<file path="config.mk">
export PLATFORM = sky130hd
export DESIGN_NAME = mul_expand_top
export DESIGN_NICKNAME = d
export VERILOG_FILES = /design/src/common/ucode_pkg.sv /design/src/mul_decode.sv /design/src/mul_expand_top.sv /design/src/uop_exec.sv /design/src/ucode/ucode_seq.sv /design/src/ucode/uop_fifo.sv
export SDC_FILE = /design/constraint.sdc
export NUM_CORES = 2
export LEC_CHECK = 0
export ABC_CLOCK_PERIOD_IN_PS = 25900
export BUFFER_PORTS_ARGS = -buffer_cell sky130_fd_sc_hd__buf_2
export CAP_MARGIN = 10
export CORE_MARGIN = 2
export CORE_UTILIZATION = 60
export DETAILED_ROUTE_END_ITERATION = 7
export PLACE_DENSITY_LB_ADDON = 0.25
export SLEW_MARGIN = 20
export SYNTH_ARGS = -nofsm -noshare
export SYNTH_HDL_FRONTEND = slang
export SYNTH_HIERARCHICAL = 1
export SYNTH_SLANG_ARGS = --single-unit
export TNS_END_PERCENT = 30
</file>
<file path="constraint.sdc">
create_clock -name clk -period 25.9 [get_ports clk]
set_input_delay 6.475 -clock clk [delete_from_list [all_inputs] [get_ports clk]]
set_output_delay 6.475 -clock clk [all_outputs]
set_load 0.005 [all_outputs]
</file>
<file path="src/common/ucode_pkg.sv">
////////////////////////////////////////////////////////////////////////////
// Shared encodings for the multiply microcode expander
// Opcodes, the two views of a micro-op word and the link structs
////////////////////////////////////////////////////////////////////////////
package ucode_pkg;

    // Executor opcodes plus the four multiply forms seen only on input
    typedef enum logic [6:0] {
        OP_MOVI  = 7'b0000000, // rd <= zero-extended imm
        OP_SUBI  = 7'b0010010, // rd <= rn - imm, flags kept
        OP_MOV   = 7'b0100000, // rd <= rn
        OP_TST   = 7'b0101000, // N,Z from rn, C,V cleared
        OP_ADD   = 7'b0110001,
        OP_SUB   = 7'b0110010,
        OP_NOT   = 7'b0110110,
        OP_ADDS  = 7'b0111001,
        OP_SUBS  = 7'b0111010,
        OP_MULI  = 7'b1000000, // rd <= rn * sext(imm)
        OP_MULSI = 7'b1001000,
        OP_MULR  = 7'b1010000, // rd <= rn * rm
        OP_MULSR = 7'b1011000,
        OP_NOP   = 7'b1100100
    } opcode_t;

    // Register form of a word
    typedef struct packed {
        opcode_t     opcode;
        logic [3:0]  rd;
        logic [3:0]  rn;
        logic [3:0]  rm;
        logic [12:0] spare;
    } uop_r_t;

    // Immediate form, same opcode and rd/rn positions
    typedef struct packed {
        opcode_t     opcode;
        logic [3:0]  rd;
        logic [3:0]  rn;
        logic        spare;
        logic [15:0] imm;
    } uop_i_t;

    typedef union packed {
        uop_r_t r;
        uop_i_t i;
    } uop_word_u;

    typedef enum logic [2:0] {
        K_PASS,
        K_MULI,
        K_MULR,
        K_MULSI,
        K_MULSR
    } mul_kind_t;

    // Decoder to sequencer request
    typedef struct packed {
        mul_kind_t   kind;
        logic [3:0]  rd;
        logic [3:0]  rn;
        logic [3:0]  rm;
        logic [15:0] imm;
        uop_word_u   word; // Original word, issued as is for pass-through
    } mul_req_t;

    typedef struct packed {
        uop_word_u word;
    } uop_t;

    typedef struct packed {
        logic n;
        logic z;
        logic c;
        logic v;
    } flags_t;

    // One write-back report
    typedef struct packed {
        logic [3:0]  rd;
        logic [31:0] value;
        flags_t      flags;
    } wb_t;

endpackage

</file>
<file path="src/mul_decode.sv">
////////////////////////////////////////////////////////////////////////////
// Instruction decoder
// Classifies each word as pass-through or multiply form and holds the
// resulting request in a one-entry register for the sequencer
////////////////////////////////////////////////////////////////////////////
module mul_decode
    import ucode_pkg::*;
(
    input  logic      clk,
    input  logic      rst,
    input  logic      in_valid,
    input  uop_word_u in_word,
    output logic      in_ready,
    output logic      req_valid,
    output mul_req_t  req,
    input  logic      req_ready
);

    mul_kind_t kind;

    // Multiply opcodes get their own kind, the rest pass through
    always_comb begin
        case (in_word.r.opcode)
            OP_MULI:  kind = K_MULI;
            OP_MULR:  kind = K_MULR;
            OP_MULSI: kind = K_MULSI;
            OP_MULSR: kind = K_MULSR;
            default:  kind = K_PASS;
        endcase
    end

    // Refill allowed in the same cycle the entry drains
    assign in_ready = !req_valid || req_ready;

    always_ff @(posedge clk or posedge rst) begin
        if (rst) begin
            req_valid <= 1'b0;
        end else if (in_ready) begin
            req_valid <= in_valid;
        end
    end

    // Request payload, both views of the same word
    always_ff @(posedge clk) begin
        if (in_valid && in_ready) begin
            req.kind <= kind;
            req.rd   <= in_word.r.rd;
            req.rn   <= in_word.r.rn;
            req.rm   <= in_word.r.rm; // Multiplier register for MULR forms
            req.imm  <= in_word.i.imm; // Multiplier for MULI forms
            req.word <= in_word;
        end
    end

endmodule

</file>
<file path="src/mul_expand_top.sv">
////////////////////////////////////////////////////////////////////////////
// Multiply expander top level
// Decoder, microcode sequencer, micro-op queue and executor in a chain
////////////////////////////////////////////////////////////////////////////
module mul_expand_top
    import ucode_pkg::*;
#(
    parameter int fifo_depth = 4
) (
    input  logic      clk,
    input  logic      rst,
    input  logic      in_valid,
    output logic      in_ready,
    input  uop_word_u in_word,
    input  logic      hold,
    output logic      wb_valid,
    output wb_t       wb,
    output logic      busy
);

    logic        req_valid, req_ready;
    mul_req_t    req;
    logic        uop_valid, uop_ready;
    uop_t        uop;
    logic        exec_valid, exec_ready;
    uop_t        exec_uop;
    logic        fifo_empty;
    logic [3:0]  rf_addr;
    logic [31:0] rf_data;

    mul_decode decode_i (
        .clk, .rst, .in_valid, .in_word, .in_ready,
        .req_valid, .req, .req_ready
    );

    ucode_seq seq_i (
        .clk, .rst, .req_valid, .req, .req_ready,
        .uop_valid, .uop, .uop_ready,
        .fifo_empty, .rf_addr, .rf_data
    );

    uop_fifo #(.fifo_depth(fifo_depth)) fifo_i (
        .clk, .rst,
        .in_valid(uop_valid), .in_uop(uop), .in_ready(uop_ready),
        .out_valid(exec_valid), .out_uop(exec_uop), .out_ready(exec_ready),
        .empty(fifo_empty)
    );

    uop_exec exec_i (
        .clk, .rst, .exec_valid, .exec_uop, .exec_ready, .hold,
        .rf_addr, .rf_data, .wb_valid, .wb
    );

    // Sequencer ready stays low through a multiply, also while the queue drains
    assign busy = req_valid | !req_ready | uop_valid | exec_valid | wb_valid;

endmodule

</file>
<file path="src/uop_exec.sv">
////////////////////////////////////////////////////////////////////////////
// Micro-op executor
// Sixteen 32-bit registers and NZCV flags, one micro-op per cycle,
// reports each write-back on the accepting edge
////////////////////////////////////////////////////////////////////////////
module uop_exec
    import ucode_pkg::*;
(
    input  logic        clk,
    input  logic        rst,
    input  logic        exec_valid,
    input  uop_t        exec_uop,
    output logic        exec_ready,
    input  logic        hold,
    input  logic [3:0]  rf_addr,
    output logic [31:0] rf_data,
    output logic        wb_valid,
    output wb_t         wb
);

    logic [31:0] regs [16];
    flags_t      flags, flags_nxt;
    opcode_t     op;
    logic [3:0]  rd, rn, rm;
    logic [31:0] a, b, imm, result;
    logic [32:0] sum, diff;  // Extra bit is the carry out
    logic        accept, wr_en, report;

    assign exec_ready = !hold; // Only back-pressure source
    assign accept     = exec_valid && exec_ready;
    assign rf_data    = regs[rf_addr]; // Sequencer operand read

    // Field positions are common to both views, imm only in the I view
    assign op  = exec_uop.word.r.opcode;
    assign rd  = exec_uop.word.r.rd;
    assign rn  = exec_uop.word.r.rn;
    assign rm  = exec_uop.word.r.rm;
    assign imm = {16'd0, exec_uop.word.i.imm};

    assign a    = regs[rn];
    assign b    = regs[rm];
    assign sum  = {1'b0, a} + {1'b0, b};
    assign diff = {1'b0, a} - {1'b0, b};

    always_comb begin
        result    = a;
        wr_en     = 1'b0;
        report    = 1'b1;
        flags_nxt = flags;
        case (op)
            OP_MOV:  wr_en = 1'b1;
            OP_MOVI: begin
                result = imm;
                wr_en  = 1'b1;
            end
            OP_ADD, OP_ADDS: begin
                result = sum[31:0];
                wr_en  = 1'b1;
                if (op == OP_ADDS) begin
                    flags_nxt.n = result[31];
                    flags_nxt.z = result == '0;
                    flags_nxt.c = sum[32];
                    flags_nxt.v = (a[31] == b[31]) && (result[31] != a[31]);
                end
            end
            OP_SUB, OP_SUBS: begin
                result = diff[31:0];
                wr_en  = 1'b1;
                if (op == OP_SUBS) begin
                    flags_nxt.n = result[31];
                    flags_nxt.z = result == '0;
                    flags_nxt.c = !diff[32]; // Set when no borrow
                    flags_nxt.v = (a[31] != b[31]) && (result[31] != a[31]);
                end
            end
            OP_SUBI: begin
                result = a - imm;
                wr_en  = 1'b1;
            end
            OP_NOT: begin
                result = ~a;
                wr_en  = 1'b1;
            end
            OP_TST: begin
                // Reports rn's value, no register write
                flags_nxt = '{n: a[31], z: a == '0, c: 1'b0, v: 1'b0};
            end
            default: report = 1'b0; // NOP and anything unknown
        endcase
    end

    always_ff @(posedge clk or posedge rst) begin
        if (rst) begin
            for (int i = 0; i < 16; i++) regs[i] <= '0;
            flags    <= '0;
            wb_valid <= 1'b0;
        end else begin
            wb_valid <= accept && report;
            if (accept) begin
                if (wr_en) regs[rd] <= result;
                flags <= flags_nxt;
            end
        end
    end

    always_ff @(posedge clk) begin
        if (accept) begin
            wb.rd    <= rd;
            wb.value <= result;
            wb.flags <= flags_nxt;
        end
    end

endmodule

</file>
<file path="src/ucode/ucode_seq.sv">
////////////////////////////////////////////////////////////////////////////
// Microcode sequencer
// Passes ordinary words through as one micro-op and expands multiplies
// into clear/move, repeated adds, negate fix-up and optional test
////////////////////////////////////////////////////////////////////////////
module ucode_seq
    import ucode_pkg::*;
(
    input  logic        clk,
    input  logic        rst,
    input  logic        req_valid,
    input  mul_req_t    req,
    output logic        req_ready,
    output logic        uop_valid,
    output uop_t        uop,
    input  logic        uop_ready,
    input  logic        fifo_empty,
    output logic [3:0]  rf_addr,
    input  logic [31:0] rf_data
);

    typedef enum logic [2:0] {
        S_IDLE,
        S_READ_OPERAND, // Waits for the queue to drain before reading rm
        S_CLEAR,
        S_MOVE,
        S_ADD,
        S_FIX_SUB,
        S_FIX_NOT,
        S_TEST
    } state_t;

    state_t      state, state_nxt;
    mul_req_t    cur;     // Multiply being expanded
    logic [31:0] cnt;     // Adds still to issue
    logic        neg;     // Multiplier was negative
    logic        flag_set;
    logic        is_mul;
    logic        fire;
    logic [31:0] op_val;
    logic [31:0] op_mag;

    function automatic uop_t mk_r(opcode_t op, logic [3:0] rd, logic [3:0] rn,
                                  logic [3:0] rm);
        uop_t u;
        u = '0;
        u.word.r.opcode = op;
        u.word.r.rd     = rd;
        u.word.r.rn     = rn;
        u.word.r.rm     = rm;
        return u;
    endfunction

    function automatic uop_t mk_i(opcode_t op, logic [3:0] rd, logic [3:0] rn,
                                  logic [15:0] imm);
        uop_t u;
        u = '0;
        u.word.i.opcode = op;
        u.word.i.rd     = rd;
        u.word.i.rn     = rn;
        u.word.i.imm    = imm;
        return u;
    endfunction

    assign flag_set = (cur.kind == K_MULSI) || (cur.kind == K_MULSR);
    assign is_mul   = req.kind != K_PASS;
    assign fire     = uop_valid && uop_ready;
    assign rf_addr  = cur.rm;

    // Multiplier from rm in the read state, else sign-extended imm
    assign op_val = (state == S_READ_OPERAND) ? rf_data : {{16{req.imm[15]}}, req.imm};
    assign op_mag = op_val[31] ? -op_val : op_val;

    // Low for the whole expansion, its return marks the end of a multiply
    assign req_ready = (state == S_IDLE) && (!req_valid || is_mul || uop_ready);

    // rd is cleared before the adds, so rn must name another register
    always_comb begin
        state_nxt = state;
        uop_valid = 1'b0;
        uop       = mk_r(OP_NOP, cur.rd, cur.rd, cur.rd);
        case (state)
            S_IDLE: begin
                uop.word  = req.word; // Pass-through goes straight out
                uop_valid = req_valid && !is_mul;
                if (req_valid && is_mul) begin
                    if (req.kind == K_MULR || req.kind == K_MULSR) begin
                        state_nxt = S_READ_OPERAND;
                    end else begin
                        state_nxt = (op_mag == '0) ? S_CLEAR : S_MOVE;
                    end
                end
            end
            S_READ_OPERAND: begin
                if (fifo_empty) begin // All earlier writes have landed
                    state_nxt = (op_mag == '0) ? S_CLEAR : S_MOVE;
                end
            end
            S_CLEAR: begin
                uop       = mk_r(OP_SUB, cur.rd, cur.rd, cur.rd); // rd - rd = 0
                uop_valid = 1'b1;
                if (uop_ready) state_nxt = flag_set ? S_TEST : S_IDLE;
            end
            S_MOVE: begin
                uop       = mk_i(OP_MOVI, cur.rd, cur.rd, 16'd0);
                uop_valid = 1'b1;
                if (uop_ready) state_nxt = S_ADD;
            end
            S_ADD: begin
                uop       = mk_r(flag_set ? OP_ADDS : OP_ADD, cur.rd, cur.rd, cur.rn);
                uop_valid = 1'b1;
                if (uop_ready && cnt == 32'd1) begin
                    if (neg) state_nxt = S_FIX_SUB;
                    else     state_nxt = flag_set ? S_TEST : S_IDLE;
                end
            end
            S_FIX_SUB: begin
                // ~(x - 1) is -x
                uop       = mk_i(OP_SUBI, cur.rd, cur.rd, 16'd1);
                uop_valid = 1'b1;
                if (uop_ready) state_nxt = S_FIX_NOT;
            end
            S_FIX_NOT: begin
                uop       = mk_r(OP_NOT, cur.rd, cur.rd, 4'd0);
                uop_valid = 1'b1;
                if (uop_ready) state_nxt = flag_set ? S_TEST : S_IDLE;
            end
            S_TEST: begin
                uop       = mk_r(OP_TST, cur.rd, cur.rd, 4'd0); // Final N,Z, clear C,V
                uop_valid = 1'b1;
                if (uop_ready) state_nxt = S_IDLE;
            end
            default: state_nxt = S_IDLE;
        endcase
    end

    always_ff @(posedge clk or posedge rst) begin
        if (rst) begin
            state <= S_IDLE;
            cnt   <= '0;
            neg   <= 1'b0;
        end else begin
            state <= state_nxt;
            // Magnitude and sign latched when the count starts
            if ((state == S_IDLE || state == S_READ_OPERAND) &&
                (state_nxt == S_CLEAR || state_nxt == S_MOVE)) begin
                cnt <= op_mag;
                neg <= op_val[31];
            end else if (state == S_ADD && fire) begin
                cnt <= cnt - 32'd1;
            end
        end
    end

    always_ff @(posedge clk) begin
        if (state == S_IDLE && req_valid && is_mul) cur <= req;
    end

endmodule

</file>
<file path="src/ucode/uop_fifo.sv">
////////////////////////////////////////////////////////////////////////////
// Micro-op queue
// Circular buffer between sequencer and executor, push and pop allowed
// together even when full
////////////////////////////////////////////////////////////////////////////
module uop_fifo
    import ucode_pkg::*;
#(
    parameter int fifo_depth = 4
) (
    input  logic clk,
    input  logic rst,
    input  logic in_valid,
    input  uop_t in_uop,
    output logic in_ready,
    output logic out_valid,
    output uop_t out_uop,
    input  logic out_ready,
    output logic empty
);

    localparam int ptr_w = $clog2(fifo_depth);
    localparam int cnt_w = $clog2(fifo_depth + 1);

    uop_t             mem [fifo_depth];
    logic [ptr_w-1:0] wr_ptr, rd_ptr;
    logic [cnt_w-1:0] count;  // Occupancy
    logic             push, pop;

    assign empty     = count == '0;
    assign out_valid = !empty;
    assign out_uop   = mem[rd_ptr]; // Head entry straight from storage
    assign in_ready  = (count != cnt_w'(fifo_depth)) || out_ready;
    assign push      = in_valid && in_ready;
    assign pop       = out_valid && out_ready;

    always_ff @(posedge clk or posedge rst) begin
        if (rst) begin
            wr_ptr <= '0;
            rd_ptr <= '0;
            count  <= '0;
        end else begin
            if (push) wr_ptr <= (wr_ptr == ptr_w'(fifo_depth - 1)) ? '0 : wr_ptr + 1'b1;
            if (pop)  rd_ptr <= (rd_ptr == ptr_w'(fifo_depth - 1)) ? '0 : rd_ptr + 1'b1;
            if (push && !pop)      count <= count + 1'b1;
            else if (pop && !push) count <= count - 1'b1;
        end
    end

    always_ff @(posedge clk) begin
        if (push) mem[wr_ptr] <= in_uop;
    end

endmodule

</file>
[Yosys cells after proc, flatten, opt, wreduce, memory -nomap -nowiden]
Memory sizes are Yosys's and may differ from the RTL's.
Cells that the tools add are included.
Storage, ports and cells
  flip-flop bits (word level): 679
  bits in writable memories: 128
  memories kept: 1
  logic and storage cells: 195
Memories
  fifo_i.mem: depth 4, width 32, rd ports 1, clocked after memory_dff 0, write ports 1, RTL line uop_fifo.sv:25  | uop_t mem [fifo_depth];
Operators by class
  reduce and logical (&&, ||, !) cells: 50
  add/subtract/negate cells: 9
  order comparisons: 5
  mux-type cells: 44
  eq/ne operators: 33
  bitwise logic cells: 9
Operators with widths (number)
  $bwmux 512: 1
  $bmux 32 s4: 3
  $mux 32: 11
  $pmux 32 s7: 1
  $pmux 32 s5: 1
  $demux 32 s4: 1
  $logic_not 32->1: 4
  $eq 7x6->1 const B: 7
  $mux 3: 12
  $add 32x32->33: 1
  $sub 32x32->33: 1
  $eq 32x1->1 const B: 1
  $neg 32->32: 1
  $not 32->32: 1
  $sub 32x1->32 const B: 1
  $sub 32x16->32: 1
  $eq 7x7->1 const B: 4
  $pmux 3 s7: 1
  $ge 5x5->1 const B: 4
  $not 4->5: 4
  $eq 3x2->1 const B: 6
  $eq 3x3->1 const B: 6
  $logic_and 1x1->1: 17
  $mux 4: 3
  27 further kinds: 57

[Logic depth before layout (Yosys ltp)]
  depth in word-level cells: 16
  gate-level depth with buffers: 26
  gate-level depth less buffers: 18

[Hierarchy]
The synthesis kept the hierarchy.
By module, submodules not included
  uop_exec: area each 38076.5 sq um, instances 1, cells an instance 3496
  uop_fifo: area each 5056.1 sq um, instances 1, cells an instance 209
  ucode_seq: area each 4536.9 sq um, instances 1, cells an instance 588
  mul_decode: area each 1348.8 sq um, instances 1, cells an instance 74
  mul_expand_top: area each 13.8 sq um, instances 1, cells an instance 2

[Worst setup path before layout]
Ideal clock, no wire load.
  kind: input -> output
  start: input port hold
  end: output port busy
  required time: 19.425 ns
  cell stages on the path: 8
  setup slack: 11.750 ns
  arrival time: 7.675 ns
  path through: inv_1 or4b_1 buf_2 clkbuf_1 nor2_1 nor2_1 nand2b_1 or4_1
Between the ends
  cells in the longest elaborated chain, start to end: 9
RTL lines
  start, declared: RTL line mul_expand_top.sv:15  | input logic hold,
  $logic_not 1->1: RTL line uop_exec.sv:29  | assign exec_ready = !hold;
  $logic_or 1x1->1: RTL line uop_fifo.sv:33  | assign in_ready = (count != cnt_w'(fifo_depth)) || out_ready;
  net uop_ready: RTL line mul_expand_top.sv:23  | logic uop_valid, uop_ready;
  $logic_or 1x1->1: RTL line ucode_seq.sv:75  | assign req_ready = (state == S_IDLE) && (!req_valid || is_mul || uop_ready);
  $logic_and 1x1->1: RTL line ucode_seq.sv:75
  net req_ready: RTL line mul_expand_top.sv:21  | logic req_valid, req_ready;
  $logic_not 1->1: RTL line mul_expand_top.sv:55  | assign busy = req_valid | !req_ready | uop_valid | exec_valid | wb_valid;
  $or 1x1->1 (4 in series): RTL line mul_expand_top.sv:55
  end, declared: RTL line mul_expand_top.sv:18  | output logic busy
The timed path passes the listed nets, and every way through them passes these cells.

[Worst setup path in the final report]
  start: input port hold
  end: output port busy
Between the ends
  cells in the longest elaborated chain, start to end: 9
RTL lines
  $logic_not 1->1: RTL line uop_exec.sv:29
  net exec_ready: RTL line mul_expand_top.sv:25  | logic exec_valid, exec_ready;
  $logic_or 1x1->1: RTL line uop_fifo.sv:33
  net uop_ready: RTL line mul_expand_top.sv:23
  $logic_or 1x1->1: RTL line ucode_seq.sv:75
  $logic_and 1x1->1: RTL line ucode_seq.sv:75
  net req_ready: RTL line mul_expand_top.sv:21
  $logic_not 1->1: RTL line mul_expand_top.sv:55
  $or 1x1->1 (4 in series): RTL line mul_expand_top.sv:55
The timed path passes the listed nets, and every way through them passes these cells.

==> summary.md <==
| Metric | Value |
|---|---|
| Status | finished, violations left |
| Failing checks | design-rule violations |
| PortBufs | 78 |
| Crit-path cells | buf_2 -> inv_1 -> or4b_1 -> nor2_1 -> nor2_1 -> nand2b_1 -> or4_1 -> buf_2 |
| Root Driver | clkbuf_16 |
| Core Region | 0.08068 mm² |
| Via Count | 38480 |
| Post-synthesis async set-or-reset flop share | 72.02% |
| Synth top area share | 28.63% |
| Die X | 289.9 µm |
| Fmax | 68.61 MHz |
| Largest net degree at the start of global routing | 101 |
| Avg Synthesized Cell Area | 11.22 µm² |
| Yosys reg bits | 779 |
| Vias in the first global route | 36690 |
| Clock latency on the worst-skew pair | 670 ps |
| Setup repair after global routing missed its margin | false |
| Num CTS Buffers | 85 |
| WHS | 479.0 ps |
| Antenna violations before repair | 1 |
| Number of instances resized during post-cts repair | 0 |
| Clock transition at path regs | 60 ps |
| Yosys cell types | 108 |
| WP data required | 19420 ps |
| Leak | 21.52 nW |
| Final GP Congestion | 0.9943 |
| Part of the Yosys area used for sequential elements | 41.98% |
| Detailed Routing Iterations Pass 1 | 8 |
| WL final | 158.2 mm |
| EDFF count, synth | 218 |
| Slowest stage cell, crit path | or4b_1 |
| Share of layout cells above drive strength 1 | 21.77% |
| Crit Path Category | in -> out |
| Final setup fails | 0 |
| Area contributors post-synth | dfrtp_1, mux4_2, edfxtp_1 |
| Tcrit/Tclk final | 56.28% |
| Count leader, synth | nand2_1 |
| Setup bufs post-CTS | 0 |
| Buf/Inv on CP | 3 |
| Crit-path max FO | 18 |
| Relative slew slack | 24.83% |
| Synth area leader | dfrtp_1 |
| Crit path DAT | 8100 ps |
| H-tree depth | 3 |
| HPWL Detailed | 102.4 mm |
| Top FF cell, synth | dfrtp_1 |
| Post-Synthesis Net Count | 4498 |
| CTS tree | yes |
| Endpoints failing hold | 0 |
| CP Capture Type | output port |
| Total congestion overflow | 0 |
| # nets final | 4376 |
| Post-layout min period | 14580 ps |
| Die ar. | 0.08402 mm² |
| Worst min-delay path class | reg -> reg |
| Post-DRT Antenna Nets | 0 |
| Worst VDD drop | 144.4 µV |
| Rows | 104 |
| Max Clock Skew | 34.24 ps |
| N_diodes | 0 |
| Routed vias/inst | 7.156 |
| Final setup TNS | 0 ps |
| All-Layer GR Usage | 37.81% |
| Pwr per Cell Area | 138.1 mW/mm² |
| Iter 0 DRT Violations | 5186 |
| Area Growth Syn to Fin | 8.061% |
| Synth warn | 6 |
| First-pass GRT wire length | 237.3 mm |
| Startpoint Class | primary input |
| Post-synth top cells | nand2_1, dfrtp_1, mux4_2 |
| I/O pin total | 79 |
| Post-CTS Hold Buffers | 0 |
| Clock Path Buffers | 3 |
| Die Y | 289.9 µm |
| Slew @ Worst Pin | 1120 ps |
| Synth Cell Area | 0.04903 mm² |
| Post-Syn Instances | 4369 |
| Pins Over Slew Limit | 0 |
| Max Cap Viol | 0 |
| Starting Density | 60.78% |
| DR WL/cell | 29.41 µm |
| CP top delay family | simple AND/OR/NAND/NOR gates |
| Sink Count | 779 |
| Drt drc | 3 |
| CP peak stage delay | 540 ps |
-- sequential cells by signal, indices dropped and copies added (netlist names) --
register            cells
fifo_i/count            3
seq_i/neg               1
seq_i/cnt              32
fifo_i/wr_ptr           2
decode_i/req_valid      1
seq_i/cur              11
exec_i/wb_valid         1
exec_i/regs           512
exec_i/wb              40
seq_i/rf_addr           4
exec_i/flags            4
fifo_i/rd_ptr           2
seq_i/state             3
fifo_i/mem            128
decode_i/req           35
-- placed cells by master, fill, tap and decap left out, types with 17 or more instances in the layout --
| cell type | n |
|---|---|
| o211ai_1 | 19 |
| o21ai_1 | 25 |
| a31oi_1 | 27 |
| nand2b_1 | 27 |
| nor2b_1 | 24 |
| xor2_1 | 44 |
| o31ai_1 | 18 |
| ha_1 | 89 |
| o221ai_1 | 20 |
| mux2_2 | 41 |
| nand4_1 | 25 |
| and2_1 | 23 |
| edfxtp_1 | 218 |
| a21oi_1 | 165 |
| inv_1 | 121 |
| xnor2_1 | 72 |
| a211oi_1 | 18 |
| nor3_1 | 52 |
| nand2_1 | 722 |
| nand3_1 | 61 |
| a21o_1 | 25 |
| mux2i_1 | 27 |
| clkbuf_1 | 19 |
| buf_2 | 78 |
| and3_1 | 17 |
| or3_1 | 17 |
| clkbuf_16 | 88 |
| nor2_1 | 227 |
| mux4_2 | 505 |
| buf_4 | 68 |
| dfrtp_1 | 560 |
| o21ai_0 | 470 |
| o21ai_2 | 19 |
| nor4_1 | 41 |
-- power breakdown --
group	switching, mW	total, mW	internal, mW
combinational	2.66	4.18	1.52
clock	0.528	1.31	0.780
sequential	0.208	1.83	1.62
-- cell type report --
| cell class | instances | area (µm²) |
|---|---|---|
| well taps | 1060 | 1326 |
| fillers | 6093 | 27690 |
| repair buffers | 153 | 1031 |
| inverters | 127 | 484.2 |
| clock inverters | 38 | 553.0 |
| flip-flops and latches | 779 | 20590 |
| clock buffers | 119 | 2439 |
| multi-input cells | 3101 | 26570 |
-- kinds of logic after synthesis --
family | Yosys count | synth area share [%]
and+or+nand+nor | 1327 | 12.03
AOI/OAI and AO/OA | 982 | 12.13
DFF | 779 | 41.98
muxes | 583 | 25.08
buffers and inverters | 489 | 4.279
xor gates and xnor gates | 116 | 2.072
adders and majority gates | 93 | 2.434
-- path summary, 6_finish.rpt --
kind | startpoint | end | slack, ps | cells after the start
worst max-delay path | hold | busy | 11320 | 8
worst min-delay path | decode_i/req[20] | seq_i/cur[55] | 480 | 0
worst max register to register | fifo_i/rd_ptr[0] | exec_i/wb[3] | 17430 | 16
worst min register to register | decode_i/req[20] | seq_i/cur[55] | 480 | 0
max in group asynchronous | rst | exec_i/regs[40] | 17970 | 5
min in group asynchronous | rst | decode_i/req_valid | 5770 | 2
-- layer usage --
| layer | global-route usage, % | share of wire (%) | up-vias |
|---|---|---|---|
| li1 | - | - | 16170 |
| met1 | 53.10 | 38 | 19250 |
| met2 | 55.45 | 44 | 2588 |
| met3 | 9.574 | 13 | 467 |
| met4 | 18.86 | 5.6 | 0 |
| met5 | 0.05672 | 0 | - |
-- per-stage QoR --
step / std cells / area (µm²) / setup WS, ps / util (%) / total power, mW
2_1_floorplan: 4369 / 49030 / 4983 / - / 4.709
3_3_place_gp: 5219 / 49890 / 11420 / 61.84 / 5.838
3_5_place_dp: 5219 / 49910 / 11390 / 61.87 / 5.896
4_1_cts: 5376 / 52900 / 11380 / 65.58 / 7.212
5_1_grt: 5377 / 52980 / 11230 / 65.67 / 7.653
6_report: 5377 / 52980 / 11320 / 65.67 / 7.317
No activity file was read; power rests on OpenSTA's default activity.
